## config.mk

```make
export PLATFORM = sky130hd
export DESIGN_NAME = writeback_unit
export DESIGN_NICKNAME = d
export VERILOG_FILES = /design/src/hdl/csr_pkg.sv /design/src/hdl/apb_pkg.sv /design/src/hdl/commit_ctrl.sv /design/src/hdl/machine_timer.sv /design/src/hdl/csr_file.sv /design/src/hdl/writeback_unit.sv
export SDC_FILE = /design/constraint.sdc
export NUM_CORES = 1
export LEC_CHECK = 0
export ABC_AREA = 1
export BUFFER_PORTS_ARGS = -buffer_cell sky130_fd_sc_hd__buf_2
export CORE_MARGIN = 3
export CORE_UTILIZATION = 35
export DETAILED_ROUTE_END_ITERATION = 6
export RECOVER_POWER = 100
export SLEW_MARGIN = 20
export SYNTH_ARGS = -nofsm -noshare
export SYNTH_HDL_FRONTEND = slang
export SYNTH_SLANG_ARGS = --single-unit
```

## constraint.sdc

```tcl
create_clock -name clock -period 6.21 [get_ports clock]
set_input_delay 1.242 -clock clock [delete_from_list [all_inputs] [get_ports clock]]
set_output_delay 1.242 -clock clock [all_outputs]
set_load 0.03 [all_outputs]
```

## src/hdl/csr_pkg.sv

```systemverilog
`default_nettype none

package csr_pkg;

  // supported machine CSR addresses
  typedef enum logic [11:0] {
    addr_satp      = 12'h180,
    addr_mstatus   = 12'h300,
    addr_mtvec     = 12'h305,
    addr_mscratch  = 12'h340,
    addr_mepc      = 12'h341,
    addr_mcause    = 12'h342,
    addr_mvendorid = 12'hf11,
    addr_marchid   = 12'hf12
  } csr_addr_e;

  localparam logic [31:0] mstatus_reset = 32'h1800; // mpp = machine
  localparam logic [31:0] cause_ecall   = 32'd11;
  localparam logic [31:0] cause_timer   = 32'h80000007; // interrupt bit + code 7
  localparam logic [31:0] vendor_id     = 32'h79737978;
  localparam logic [31:0] arch_id       = 32'h015fdeeb;

  // trap kind from controller to CSR file
  localparam logic [1:0] trap_none = 2'd0;
  localparam logic [1:0] trap_exc  = 2'd1;
  localparam logic [1:0] trap_ret  = 2'd2;
  localparam logic [1:0] trap_intr = 2'd3;

  typedef struct packed {
    logic [31:0] pc;
    logic [31:0] dnpc;
    logic [4:0]  gpr_waddr;
    logic [31:0] gpr_wdata;
    logic        zicsr;
    logic        exc;
    logic        ret;
    logic        fencei;
    logic [11:0] csr_waddr;
    logic [31:0] csr_wdata;
  } commit_t;

  typedef struct packed {
    logic        flush;
    logic [31:0] dnpc;
    logic        flush_icache;
    logic        flush_tlb;
  } redirect_t;

  typedef union packed {
    logic [31:0] raw;
    struct packed {
      logic [18:0] upper;
      logic [1:0]  mpp;
      logic [2:0]  mid_hi;
      logic        mpie;
      logic [2:0]  mid_lo;
      logic        mie;
      logic [2:0]  lower;
    } fields;
  } mstatus_u;

endpackage

`default_nettype wire

```

## src/hdl/apb_pkg.sv

```systemverilog
`default_nettype none

package apb_pkg;

  typedef struct packed {
    logic        psel;
    logic        penable;
    logic        pwrite;
    logic [3:0]  paddr;
    logic [31:0] pwdata;
  } apb_req_t;

  typedef struct packed {
    logic        pready;
    logic [31:0] prdata;
    logic        pslverr;
  } apb_rsp_t;

  // timer register offsets
  typedef enum logic [3:0] {
    mtime_lo    = 4'h0,
    mtime_hi    = 4'h4,
    mtimecmp_lo = 4'h8,
    mtimecmp_hi = 4'hc
  } timer_reg_e;

endpackage

`default_nettype wire

```

## src/hdl/commit_ctrl.sv

```systemverilog
`timescale 1ns/1ns
`default_nettype none

module commit_ctrl (
  input  wire                  clock,
  input  wire                  reset,

  input  wire                  in_valid,
  input  wire csr_pkg::commit_t in_commit,
  output logic                 in_ready,

  output logic                 gpr_wen,
  output logic [4:0]           gpr_waddr,
  output logic [31:0]          gpr_wdata,

  input  wire                  mtip,
  input  wire                  csr_mie,
  input  wire [31:0]           csr_mtvec,
  input  wire [31:0]           csr_mepc,

  output logic                 csr_update,
  output csr_pkg::commit_t     csr_commit,
  output logic [1:0]           trap_kind,

  output csr_pkg::redirect_t   redirect
);

  import csr_pkg::*;

  typedef enum logic {
    st_run,
    st_flush
  } state_e;

  state_e      state;
  logic        accept;
  logic        plain;
  logic        take_intr;
  logic        satp_wr;
  logic        need_flush;
  logic [31:0] next_dnpc;

  assign in_ready = (state == st_run);
  assign accept   = in_valid & in_ready;

  // GPR write straight from the accepted commit
  assign gpr_wen   = accept;
  assign gpr_waddr = in_commit.gpr_waddr;
  assign gpr_wdata = in_commit.gpr_wdata;

  assign plain = ~(in_commit.zicsr | in_commit.exc | in_commit.ret | in_commit.fencei);
  assign take_intr = plain & mtip & csr_mie; // timer only on a plain commit

  assign satp_wr = in_commit.zicsr & ~in_commit.exc & ~in_commit.ret
                 & (in_commit.csr_waddr == addr_satp);

  assign need_flush = ~plain | take_intr;

  // classify, exception first
  always_comb begin
    if (in_commit.exc) begin
      trap_kind = trap_exc;
      next_dnpc = csr_mtvec;
    end else if (in_commit.ret) begin
      trap_kind = trap_ret;
      next_dnpc = csr_mepc;
    end else if (take_intr) begin
      trap_kind = trap_intr;
      next_dnpc = csr_mtvec; // mepc gets dnpc in the CSR file
    end else begin
      trap_kind = trap_none;
      next_dnpc = in_commit.pc + 32'd4;
    end
  end

  assign csr_update = accept;
  assign csr_commit = in_commit;

  always_ff @(posedge clock) begin
    redirect.dnpc <= next_dnpc;
    if (reset) begin
      state                 <= st_run;
      redirect.flush        <= 1'b0;
      redirect.flush_icache <= 1'b0;
      redirect.flush_tlb    <= 1'b0;
    end else begin
      redirect.flush        <= accept & need_flush;
      redirect.flush_icache <= accept & (in_commit.fencei | satp_wr);
      redirect.flush_tlb    <= accept & satp_wr;
      if (state == st_flush)
        state <= st_run; // flush lasts one cycle
      else if (accept && need_flush)
        state <= st_flush;
    end
  end

  // redirect pulse stalls the port for one cycle, then the port reopens
  a_flush_stall : assert property (
    @(posedge clock) disable iff (reset)
    redirect.flush |-> !in_ready ##1 (in_ready && !redirect.flush)
  );

endmodule

`default_nettype wire

```

## src/hdl/machine_timer.sv

```systemverilog
`timescale 1ns/1ns
`default_nettype none

module machine_timer #(
  parameter int unsigned timer_prescale = 4
) (
  input  wire                clock,
  input  wire                reset,
  input  wire apb_pkg::apb_req_t apb_req,
  output apb_pkg::apb_rsp_t  apb_rsp,
  output logic               mtip
);

  import apb_pkg::*;

  localparam int unsigned pre_w = (timer_prescale > 1) ? $clog2(timer_prescale) : 1;
  localparam logic [pre_w-1:0] pre_last = pre_w'(timer_prescale - 1);

  logic [pre_w-1:0] pre_cnt;
  logic             tick;
  logic [63:0]      mtime;
  logic [63:0]      mtimecmp;
  logic             access;
  logic             wr_en;
  logic             mapped;

  assign tick   = (pre_cnt == pre_last);
  assign access = apb_req.psel & apb_req.penable;
  assign wr_en  = access & apb_req.pwrite;

  always_comb begin
    case (apb_req.paddr)
      mtime_lo, mtime_hi, mtimecmp_lo, mtimecmp_hi: mapped = 1'b1;
      default:                                      mapped = 1'b0;
    endcase
  end

  always_ff @(posedge clock) begin
    if (reset) begin
      pre_cnt  <= '0;
      mtime    <= '0;
      mtimecmp <= '1; // no interrupt until software programs it
    end else begin
      pre_cnt <= tick ? '0 : pre_cnt + 1'b1;
      if (tick)
        mtime <= mtime + 64'd1;
      if (wr_en) begin
        case (apb_req.paddr)
          mtime_lo:    mtime[31:0]     <= apb_req.pwdata; // write beats the tick
          mtime_hi:    mtime[63:32]    <= apb_req.pwdata;
          mtimecmp_lo: mtimecmp[31:0]  <= apb_req.pwdata;
          mtimecmp_hi: mtimecmp[63:32] <= apb_req.pwdata;
          default: ;
        endcase
      end
    end
  end

  assign mtip = (mtime >= mtimecmp);

  // read side, no wait states
  always_comb begin
    apb_rsp.pready  = 1'b1;
    apb_rsp.pslverr = access & ~mapped;
    case (apb_req.paddr)
      mtime_lo:    apb_rsp.prdata = mtime[31:0];
      mtime_hi:    apb_rsp.prdata = mtime[63:32];
      mtimecmp_lo: apb_rsp.prdata = mtimecmp[31:0];
      mtimecmp_hi: apb_rsp.prdata = mtimecmp[63:32];
      default:     apb_rsp.prdata = 32'd0;
    endcase
  end

  // a bad write leaves the compare alone
  a_slverr : assert property (
    @(posedge clock) disable iff (reset)
    apb_rsp.pslverr && apb_req.pwrite |=> $stable(mtimecmp)
  );

endmodule

`default_nettype wire

```

## src/hdl/csr_file.sv

```systemverilog
`timescale 1ns/1ns
`default_nettype none

module csr_file (
  input  wire                   clock,
  input  wire                   reset,

  input  wire                   csr_update,
  input  wire csr_pkg::commit_t csr_commit,
  input  wire [1:0]             trap_kind,

  input  wire [11:0]            csr_raddr,
  output logic [31:0]           csr_rdata,

  output logic                  csr_mie,
  output logic [31:0]           csr_mtvec,
  output logic [31:0]           csr_mepc,
  output logic [31:0]           satp
);

  import csr_pkg::*;

  mstatus_u    mstatus;
  logic [31:0] mtvec;
  logic [31:0] mepc;
  logic [31:0] mcause;
  logic [31:0] mscratch;

  logic        trap_take;
  logic        ret_take;
  logic        csr_wr;
  logic [11:0] waddr;
  logic [31:0] wdata;

  assign trap_take = csr_update & ((trap_kind == trap_exc) | (trap_kind == trap_intr));
  assign ret_take  = csr_update & (trap_kind == trap_ret);
  assign csr_wr    = csr_update & (trap_kind == trap_none) & csr_commit.zicsr;
  assign waddr     = csr_commit.csr_waddr;
  assign wdata     = csr_commit.csr_wdata;

  // mstatus and satp
  always_ff @(posedge clock) begin
    if (reset) begin
      mstatus.raw <= mstatus_reset;
      satp        <= 32'd0;
    end else begin
      if (trap_take) begin
        mstatus.fields.mpie <= mstatus.fields.mie;
        mstatus.fields.mie  <= 1'b0;
      end else if (ret_take) begin
        mstatus.fields.mie  <= mstatus.fields.mpie;
        mstatus.fields.mpie <= 1'b1;
      end else if (csr_wr && waddr == addr_mstatus) begin
        mstatus.raw <= wdata;
      end
      if (csr_wr && waddr == addr_satp)
        satp <= wdata;
    end
  end

  // trap state and scratch
  always_ff @(posedge clock) begin
    if (trap_take) begin
      if (trap_kind == trap_intr) begin
        mepc   <= csr_commit.dnpc; // resume after the retired instruction
        mcause <= cause_timer;
      end else begin
        mepc   <= csr_commit.pc;
        mcause <= cause_ecall;
      end
    end else if (csr_wr) begin
      case (waddr)
        addr_mtvec:    mtvec    <= wdata;
        addr_mepc:     mepc     <= wdata;
        addr_mcause:   mcause   <= wdata;
        addr_mscratch: mscratch <= wdata;
        default: ; // read-only or unknown
      endcase
    end
  end

  always_comb begin
    case (csr_raddr)
      addr_mstatus:   csr_rdata = mstatus.raw;
      addr_mtvec:     csr_rdata = mtvec;
      addr_mepc:      csr_rdata = mepc;
      addr_mcause:    csr_rdata = mcause;
      addr_mscratch:  csr_rdata = mscratch;
      addr_satp:      csr_rdata = satp;
      addr_mvendorid: csr_rdata = vendor_id;
      addr_marchid:   csr_rdata = arch_id;
      default:        csr_rdata = 32'd0;
    endcase
  end

  assign csr_mie   = mstatus.fields.mie;
  assign csr_mtvec = mtvec;
  assign csr_mepc  = mepc;

  // exc together with ret is not a legal upstream encoding
  a_exc_ret : assert property (
    @(posedge clock) disable iff (reset)
    csr_update |-> !(csr_commit.exc && csr_commit.ret)
  );

endmodule

`default_nettype wire

```

## src/hdl/writeback_unit.sv

```systemverilog
`timescale 1ns/1ns
`default_nettype none

module writeback_unit #(
  parameter int unsigned timer_prescale = 4
) (
  input  wire                    clock,
  input  wire                    reset,

  // commit port from execute
  input  wire                    in_valid,
  input  wire csr_pkg::commit_t  in_commit,
  output logic                   in_ready,

  output logic                   gpr_wen,
  output logic [4:0]             gpr_waddr,
  output logic [31:0]            gpr_wdata,

  output csr_pkg::redirect_t     redirect,
  output logic [31:0]            satp,

  input  wire [11:0]             csr_raddr,
  output logic [31:0]            csr_rdata,

  // timer registers
  input  wire apb_pkg::apb_req_t apb_req,
  output apb_pkg::apb_rsp_t      apb_rsp
);

  import csr_pkg::*;

  logic        csr_update;
  commit_t     csr_commit;
  logic [1:0]  trap_kind;
  logic        csr_mie;
  logic [31:0] csr_mtvec;
  logic [31:0] csr_mepc;
  logic        mtip;

  commit_ctrl i_commit_ctrl (
    .clock      (clock),
    .reset      (reset),
    .in_valid   (in_valid),
    .in_commit  (in_commit),
    .in_ready   (in_ready),
    .gpr_wen    (gpr_wen),
    .gpr_waddr  (gpr_waddr),
    .gpr_wdata  (gpr_wdata),
    .mtip       (mtip),
    .csr_mie    (csr_mie),
    .csr_mtvec  (csr_mtvec),
    .csr_mepc   (csr_mepc),
    .csr_update (csr_update),
    .csr_commit (csr_commit),
    .trap_kind  (trap_kind),
    .redirect   (redirect)
  );

  csr_file i_csr_file (
    .clock      (clock),
    .reset      (reset),
    .csr_update (csr_update),
    .csr_commit (csr_commit),
    .trap_kind  (trap_kind),
    .csr_raddr  (csr_raddr),
    .csr_rdata  (csr_rdata),
    .csr_mie    (csr_mie),
    .csr_mtvec  (csr_mtvec),
    .csr_mepc   (csr_mepc),
    .satp       (satp)
  );

  machine_timer #(
    .timer_prescale (timer_prescale)
  ) i_machine_timer (
    .clock   (clock),
    .reset   (reset),
    .apb_req (apb_req),
    .apb_rsp (apb_rsp),
    .mtip    (mtip)
  );

endmodule

`default_nettype wire

```

==> results of run 1 <==
[power groups by stage]
stage / Clock, W / Combinational (W) / Sequential [W]
final: 0.00270 / 0.000468 / 0.00251
after global routing: 0.00282 / 0.000501 / 0.00251
after CTS: 0.00274 / 0.000472 / 0.00251
after detailed placement: 0 / 0.000470 / 0.00256
after global placement: 0 / 0.000464 / 0.00256
after floorplan: 0 / 0.000260 / 0.00258
[final timing paths]
kind	start	to	slack (ns)
setup / recovery	i_machine_timer.mtimecmp[59]	i_commit_ctrl.redirect[14]	0.70
hold / removal	i_machine_timer.pre_cnt[0]	i_machine_timer.pre_cnt[0]	0.43
setup reg to reg	i_machine_timer.mtimecmp[59]	i_commit_ctrl.redirect[14]	0.70
hold reg to reg	i_machine_timer.pre_cnt[0]	i_machine_timer.pre_cnt[0]	0.43
[state kept, by name (all words and copies together), names as in the netlist]
| register | cells |
|---|---|
| i_commit_ctrl.redirect | 35 |
| i_commit_ctrl.state | 1 |
| i_csr_file.csr_mepc | 32 |
| i_csr_file.csr_mtvec | 32 |
| i_csr_file.mcause | 32 |
| i_csr_file.mscratch | 32 |
| i_csr_file.mstatus | 32 |
| i_csr_file.satp | 32 |
| i_machine_timer.mtime | 64 |
| i_machine_timer.mtimecmp | 64 |
| i_machine_timer.pre_cnt | 2 |
[critical path, stage by stage, from the launching register on]
cell and delay [ns]:
sky130_fd_sc_hd__dfxtp_1 0.38, sky130_fd_sc_hd__inv_1 0.09, sky130_fd_sc_hd__ha_1 0.31, sky130_fd_sc_hd__nand2_1 0.07, sky130_fd_sc_hd__nor3_1 0.40, sky130_fd_sc_hd__and3_1 0.33, sky130_fd_sc_hd__and2_0 0.16, sky130_fd_sc_hd__nand2_1 0.09
sky130_fd_sc_hd__a21boi_0 2.37, sky130_fd_sc_hd__buf_4 0.71, sky130_fd_sc_hd__nand2_1 0.12, sky130_fd_sc_hd__a31oi_1 0.28
[kinds of logic after synthesis]
| group | share of synthesized area |
|---|---|
| compound gates | 0.155 |
| other cells | 0.000186 |
| flops | 0.419 |
| xor+xnor | 0.0352 |
| simple gates | 0.233 |
| buf+inv | 0.116 |
| fa+ha+maj | 0.0415 |
[routing by layer]
layer  GRT usage  wire (um)  share of wire  vias to the layer above
li1            -          -              -                     9273
met1       0.339      33300           0.41                     9563
met2       0.403      35800           0.44                     1103
met3      0.0537       7770          0.096                      216
met4       0.122       3850          0.048                        4
met5      0.0106         95         0.0012                        -
[layout make-up]
type	instances	area [um^2]
Fill cell	5885	33200
Timing Repair Buffer	341	1580
Tap cell	756	946
Multi-Input combinational cell	1661	9460
Inverter	409	1540
Clock buffer	60	1170
Antenna cell	9	22.5
Sequential cell	358	8450
Clock inverter	20	314
[stage by stage]
stage               total power [W]  hold slack (ns)  worst slack, ns
finish                      0.00568            0.427            0.703
global route                0.00583            0.442            0.531
CTS                         0.00572            0.432             1.06
floorplan                   0.00284            0.408             1.38
global placement            0.00302            0.416            0.629
detailed placement          0.00303            0.425             1.06
[Yosys cell counts (18+ instances only)]
cell | n | area share
sky130_fd_sc_hd__a31oi_1 | 18 | 0.0056
sky130_fd_sc_hd__nand3_1 | 275 | 0.068
sky130_fd_sc_hd__nor2_1 | 113 | 0.021
sky130_fd_sc_hd__o211ai_1 | 92 | 0.034
sky130_fd_sc_hd__nand2_1 | 448 | 0.083
sky130_fd_sc_hd__inv_1 | 401 | 0.075
sky130_fd_sc_hd__o22ai_1 | 28 | 0.0087
sky130_fd_sc_hd__nand4_1 | 63 | 0.020
sky130_fd_sc_hd__a221o_1 | 23 | 0.011
sky130_fd_sc_hd__dfxtp_1 | 230 | 0.23
sky130_fd_sc_hd__xor2_1 | 72 | 0.031
sky130_fd_sc_hd__buf_4 | 39 | 0.015
sky130_fd_sc_hd__a21oi_1 | 145 | 0.036
sky130_fd_sc_hd__clkbuf_1 | 106 | 0.020
sky130_fd_sc_hd__edfxtp_1 | 128 | 0.19
sky130_fd_sc_hd__o21ai_0 | 115 | 0.029
sky130_fd_sc_hd__nor3_1 | 48 | 0.012
sky130_fd_sc_hd__ha_1 | 67 | 0.042
[cells in the final DEF (no fill, tap or decap), types with 107 or more instances in the layout]
master	n
sky130_fd_sc_hd__nand2_1	447
sky130_fd_sc_hd__inv_1	401
sky130_fd_sc_hd__nand3_1	275
sky130_fd_sc_hd__dfxtp_1	230
sky130_fd_sc_hd__clkbuf_1	184
sky130_fd_sc_hd__a21oi_1	145
sky130_fd_sc_hd__buf_2	137
sky130_fd_sc_hd__edfxtp_1	128
sky130_fd_sc_hd__o21ai_0	116
sky130_fd_sc_hd__nor2_1	107
==> impl.org, run 1 <==
** Outcome
- Result of the run :: finished with violations
- The final reports fail on capacitance limit, slew limit.

** Global routing
- Total Routing Usage GR :: 0.258
- Initial antenna violation count :: 10
- Entering global routing, the biggest net connects 65 pins.
- Global-route wire length before repair :: 119 mm
- Remaining global-route overflow :: 0
- Vias in the first global route :: 19300

** Power and ir drop
- Clk pwr share :: 0.476
- Internal Dissipation :: 0.00422 W
- Power density over the cells :: 242 mW/mm^2
- Of the total power, the share spent switching nets is 0.257.
- For this design the total switching power over the nets is 0.00146 W.
- Static power due to leakage :: 10.6 nW
- Comb power frac :: 0.082
- IR analysis of the VDD net gives a maximum drop of 0.197 mV.
- The share of total power dissipated in sequential elements is 0.442.

** Placed design
- Detailed placement ended at an HPWL of 58.0 mm.
- After detailed placement, the total cell area comes to 0.0222 mm^2.
- The count of buffers added on input and output ports is 299.
- The number of placed instances, taps included, is 3525.
- At the end of routability-driven placement, the weighted congestion stood at 0.949.

** Setup path
- The critical path is of the flop to flop type.
- Data on the critical path arrives at its endpoint at 5.95 ns.
- For the worst setup path, the data required time is 6.65 ns.
- Top fanout value on the critical path :: 38
- Endpoint class of the critical path :: flop
- Depth of the worst register-to-register path :: 11
- The worst setup path is launched from a flop.

** Worst hold path
- Counting instances, the worst hold path has a depth of 1.
- The min-delay analysis places its worst path in the category flop to flop.

** Floorplan
- For this configuration, the core starts out at a cell density of 0.356.
- Height of the die :: 246 um
- The floorplan step defined a die boundary enclosing 0.0606 mm^2.
- Core ar. :: 0.0567 mm^2
- Total number of placement rows :: 87
- The die is 246 um wide.
- Top-level port count :: 375

** Timing
- Period utilization :: 0.887
- Clk_skew :: 0.0716 ns
- In the final timing run, aggregate negative setup slack is 0 ns.
- Crit path time final :: 5.51 ns
- For the pin with the worst max-slew slack, the measured transition is 3.56 ns.
- Unrepaired setup endpoints after global routing :: no
- Final-report max-slew violation count :: 245
- Final setup vio count :: 0
- Final hold violations :: 0
- Maximum achievable frequency :: 0.182 GHz
- In this run the tightest slew margin relative to its limit is -1.40.

** CTS
- CTS hold repair buffers :: 0
- At the later pin of the worst-skew pair, clock insertion delay measures 0.60 ns.
- The number of gates resized after CTS was 0.
- TritonCTS built the clock tree.
- The number of setup buffers added after CTS is 0.
- Clock-pin slew was measured on the worst setup and hold paths at 0.06 ns.
- The H-tree was split into 2 levels.
- Cell chosen for the clock root :: sky130_fd_sc_hd__clkbuf_16
- In this run, CTS created clock tree buffers numbering 43.
- Max clock buf depth :: 3
- Number of clock sinks :: 358

** Cells and area
- Final design utilization :: 0.414
- Leaving out filler cells and counting taps, the final layout contains 3614.
- Final net count :: 3084
- Signed area change from the synthesized netlist to the final layout :: 16.3%
- Summed area of non-filler cells in the final layout :: 0.0235 mm^2
- Fraction of layout instances using a drive strength above 1 :: 0.104

** Yosys
- For this run, the leading register cell type out of synthesis is sky130_fd_sc_hd__dfxtp_1.
- In the synthesized netlist the async set-or-reset flop fraction comes to 0.
- The number of nets handed over by synthesis was 2866.
- Sequential share of the synthesized area :: 0.419
- Avg Synthesized Cell Area :: 7.77 um^2
- Yosys mapped a number of flops with a built-in enable equal to 128.
- Post-Synthesis Cell Area :: 0.0202 mm^2
- After synthesis the netlist holds a flip-flop and latch count of 358.
- Yosys warnings :: 0
- Number of cells produced by synthesis :: 2596
- Distinct cell type count of the synthesized netlist :: 54

** Route
- Post-detailed-route DRC marker count :: 0
- Summing over every cut layer, the via total after detailed routing is 20200.
- The first detailed-routing pass ran for 6 iterations.
- After detailed routing, the number of vias per cell comes to 5.58.
- Wires add up to 80.8 mm.
- Number of DRC markers after the initial detailed-route iteration :: 2180
- Antenna-violating nets left :: 0
- After detailed routing, the average wire length per cell comes to 22.4 um.

** Run
- Reported max-cap violation count :: 8
No activity file was read; power rests on OpenSTA's default activity.
==> run 2: changes to the inputs <==
- BUFFER_PORTS_ARGS: -buffer_cell sky130_fd_sc_hd__buf_2 -> default
- CORE_ASPECT_RATIO: default -> 2
- DONT_BUFFER_PORTS: default -> 1
==> run 2 against run 1 <==
Compared with the run above: the flow still finishes with violations (capacitance limit, slew limit); routed wire length grew 13%; via count down 5.0%; clock-buffer cell count is 10 lower; sequential power about the same; core utilization shrank 2.8 points; die area is 0.29% higher; global-route usage grew 2.9 points; critical path depth shrank 1; total power decreased by 7.6%; register-to-register slack gained 0.20 ns; sequential share of layout area is 2.6 points higher; clock skew shrank 0.037 ns.
==> impl.org, run 2 (synthesis results as in run 1) <==
** Placed design
- Place WS :: 1.36 ns (+0.298 ns)
- The HPWL after detailed placement came to 67.7 mm (+17%).
- Number of instances in the placed design :: 3219 (-8.7%)
- The number of port buffers was 0 (-100%).
- The last weighted congestion value of the routability-driven placer came to 0.994 (+4.8%).

** Cells and area
- Most common cell after layout, fill and taps aside :: sky130_fd_sc_hd__nand2_1
- Fillers :: 5991 (+1.8%)
- The fraction of layout cells with a size suffix above 1 came to 0.0501 (-0.0535).
- In the layout the commonest cells are sky130_fd_sc_hd__nand2_1, sky130_fd_sc_hd__inv_1, sky130_fd_sc_hd__nand3_1, sky130_fd_sc_hd__dfxtp_1, sky130_fd_sc_hd__a21oi_1.
- Final Non-Filler Cells :: 3287 (-9.0%)
- Relative to the synthesized area, the layout overhead comes to 8.36%.
- Final net count :: 2778 (-9.9%)
- The multi-input combinational cell area was 0.00938 mm^2 (-0.86%).
- Top flop regs :: i_machine_timer.mtime: 64 flops, i_machine_timer.mtimecmp: 64 flops, i_commit_ctrl.redirect: 35 flops
- The register area was 0.00845 mm^2 (unchanged).

** Route
- First-pass DRT Iterations :: 6 (unchanged)
- The remaining design rule violation count was 0 (unchanged).
- Mean number of vias per cell :: 5.82 (+4.4%)
- The routed length per instance is 27.7 um (+24%).
- The number of nets with antenna violations after routing is 0 (unchanged).
- Post-Route WL :: 91.0 mm (+13%)
- The number of vias after detailed routing came to 19100 (-5.0%).
- The number of violations reported at the end of detailed-routing iteration 0 came to 1709 (-22%).

** Floorplan
- Height of the die :: 346 um (+40%)
- The row count is 123 (+41%).
- Area enclosed by the die boundary :: 0.0608 mm^2 (+0.29%)
- The width of the die came to 176 um (-29%).
- Top-level port count :: 375 (unchanged)
- The core area was 0.0566 mm^2 (-0.14%).
- The initial core utilization was 0.356 (+0.000495).

** Timing
- Final-report max-slew violation count :: 345 (+41%)
- The final worst slack came to 0.711 ns (+0.00800 ns).
- Final setup vio count :: 0 (unchanged)
- The worst slew margin relative to its limit is -1.12 (+0.274).
- The number of endpoints with negative hold slack in the final report came to 0 (unchanged).
- Crit path time final :: 5.50 ns (-0.00800 ns)
- The total negative slack is 0 ns (unchanged).
- The final period utilization came to 0.886 (-0.00129).
- The worst hold slack came to 0.426 ns (-0.00169 ns).
- The final worst clock skew came to 0.0342 ns (-0.0374 ns).
- Setup repair after global routing left no endpoint under its margin.
- Worst-Margin Slew :: 3.19 ns (-0.374 ns)
- Maximum achievable frequency :: 0.182 GHz (+0.15%)

** Setup path
- Top fanout value on the critical path :: 19 (-50%)
- The critical path is of the input port to primary output type.
- The worst-case reg-to-reg path depth is 16 (+5).
- The slowest stage of the critical path belongs to the cell sky130_fd_sc_hd__nor2_1.
- Walking the worst path, the cells encountered are or2_2, nor2_1, nand2_1, nor2_1, buf_12, nand3_1, nand2_1, a211oi_1, nand3_1, clkbuf_1.
- The endpoint required time on the critical path came to 4.97 ns (-1.68 ns).
- Endpoint class of the critical path :: primary output
- Broken down by cell family, the worst path's largest delay share belongs to simple AND/OR/NAND/NOR gates.
- Longest individual stage delay on the worst path :: 1.19 ns (-1.18 ns)
- In this run the critical register-to-register path is captured at i_commit_ctrl.redirect[8].
- Kind of start point of the critical path :: input port
- The total buffers and inverters traversed by the critical path is 2 (unchanged).
- Worst reg2reg setup slack :: 0.90 ns (+0.20 ns)
- The data arrival at the endpoint of the critical path is 4.26 ns (-1.69 ns).
- Start of the worst register-to-register path :: i_machine_timer.mtimecmp[59]

** CTS
- TritonCTS built the clock tree.
- Max clock buf depth :: 3 (unchanged)
- The number of buffers inserted to repair setup after CTS was 0 (unchanged).
- The number of sinks driven by the clock tree was 358 (unchanged).
- The clock slew at the register clock pins of the worst setup and hold paths is 0.06 ns (about the same).
- H-tree levels :: 2 (unchanged)
- The cell sitting at the root of the clock tree is a sky130_fd_sc_hd__clkbuf_16.
- CTS hold repair buffers :: 0 (unchanged)
- Post_cts resized :: 0 (unchanged)
- The total CTS buffers was 37 (-14%).
- Latest clock arrival within the worst-skew pair :: 0.56 ns (-0.04 ns)

** Worst hold path
- Type of the most critical hold path :: flop to flop
- Worst hold stages :: 1 (unchanged)
- Min-delay src :: i_machine_timer.pre_cnt[0]
- For hold timing, the worst endpoint is i_machine_timer.pre_cnt[0].

** Power and ir drop
- The static power due to leakage is 9.72 nW (-8.6%).
- Maximum ir drop on the vdd rail :: 0.215 mV (+9.2%)
- Power density over the cells :: 240 mW/mm^2 (-0.84%)

** Global routing
- Total Routing Usage GR :: 0.287 (+0.0291)
- Global route hottest layer :: met2
- The largest net degree at the start of global routing was 65 (unchanged).
- The via count of the first global-routing pass came to 19100 (-1.1%).
- Global-route track usage on met2 :: 0.518 (+0.114)
- GR Layer Usage met3 :: 0.0817 (+0.0281)
- GR met1 Demand/Resource :: 0.263 (-0.0767)
- Global-route wire length before repair :: 129 mm (+7.8%)
- The overflow left after global routing was 0 (unchanged).
- Initial antenna violation count :: 2 (-8)

** Outcome
- Result of the run :: finished with violations
- Violated checks :: capacitance limit, slew limit

** Run
- Reported max-cap violation count :: 12 (+4)
[run 2: how the worst max path moves through the flow]
| stage | slack (ns) | to | depth (start not counted) | startpoint |
|---|---|---|---|---|
| final | 0.71 | csr_rdata[9] | 10 | csr_raddr[3] |
| after global routing | 0.62 | i_machine_timer.mtime[60] | 10 | apb_req[33] |
| after CTS | 1.37 | csr_rdata[0] | 9 | csr_raddr[3] |
| after detailed placement | 1.36 | csr_rdata[0] | 9 | csr_raddr[3] |
| after global placement | 1.37 | csr_rdata[0] | 9 | csr_raddr[3] |
| after floorplan | 1.38 | i_csr_file.csr_mtvec[0] | 10 | in_commit[46] |
[run 2: worst register-to-register path, delay by kind of cell (launching register included)]
kind	cells	cell delay, ns
flip-flops	1	0.36
AO/OA/AOI/OAI	4	0.86
AND/OR/NAND/NOR	7	1.23
adder cells (fa/ha/maj)	1	0.31
buffers and inverters	4	2.45
[run 2: area by class of cell]
type / count / area share
well taps: 750 / 0.0429
diodes: 1 / 0.000114
clock inverters: 17 / 0.0105
clock buffers: 50 / 0.0479
repair buffers: 41 / 0.0130
flip-flops and latches: 358 / 0.386
inverters: 409 / 0.0703
multi-input cells: 1661 / 0.429
[run 2: power breakdown]
part | internal (W) | total, W | switching [W]
sequential | 0.00248 | 0.00254 | 0.0000573
clock | 0.00140 | 0.00241 | 0.00101
combinational | 0.0000753 | 0.000300 | 0.000225
[run 2: through the flow]
step                      area (um^2)  total power (W)  utilization
after global placement          20800          0.00288        0.367
after global routing            21900          0.00538        0.386
final                           21900          0.00525        0.386
after CTS                       22000          0.00528        0.389
after floorplan                 20200          0.00284            -
after detailed placement        20800          0.00289        0.367
[run 2: metal layers]
| layer | routed length, um | share of wire | vias up |
|---|---|---|---|
| met1 | 27600 | 0.30 | 9096 |
| met3 | 8410 | 0.092 | 406 |
| met4 | 9140 | 0.10 | 2 |
| met5 | 13 | 0.00014 | - |
| met2 | 45900 | 0.50 | 1018 |
| li1 | - | - | 8622 |
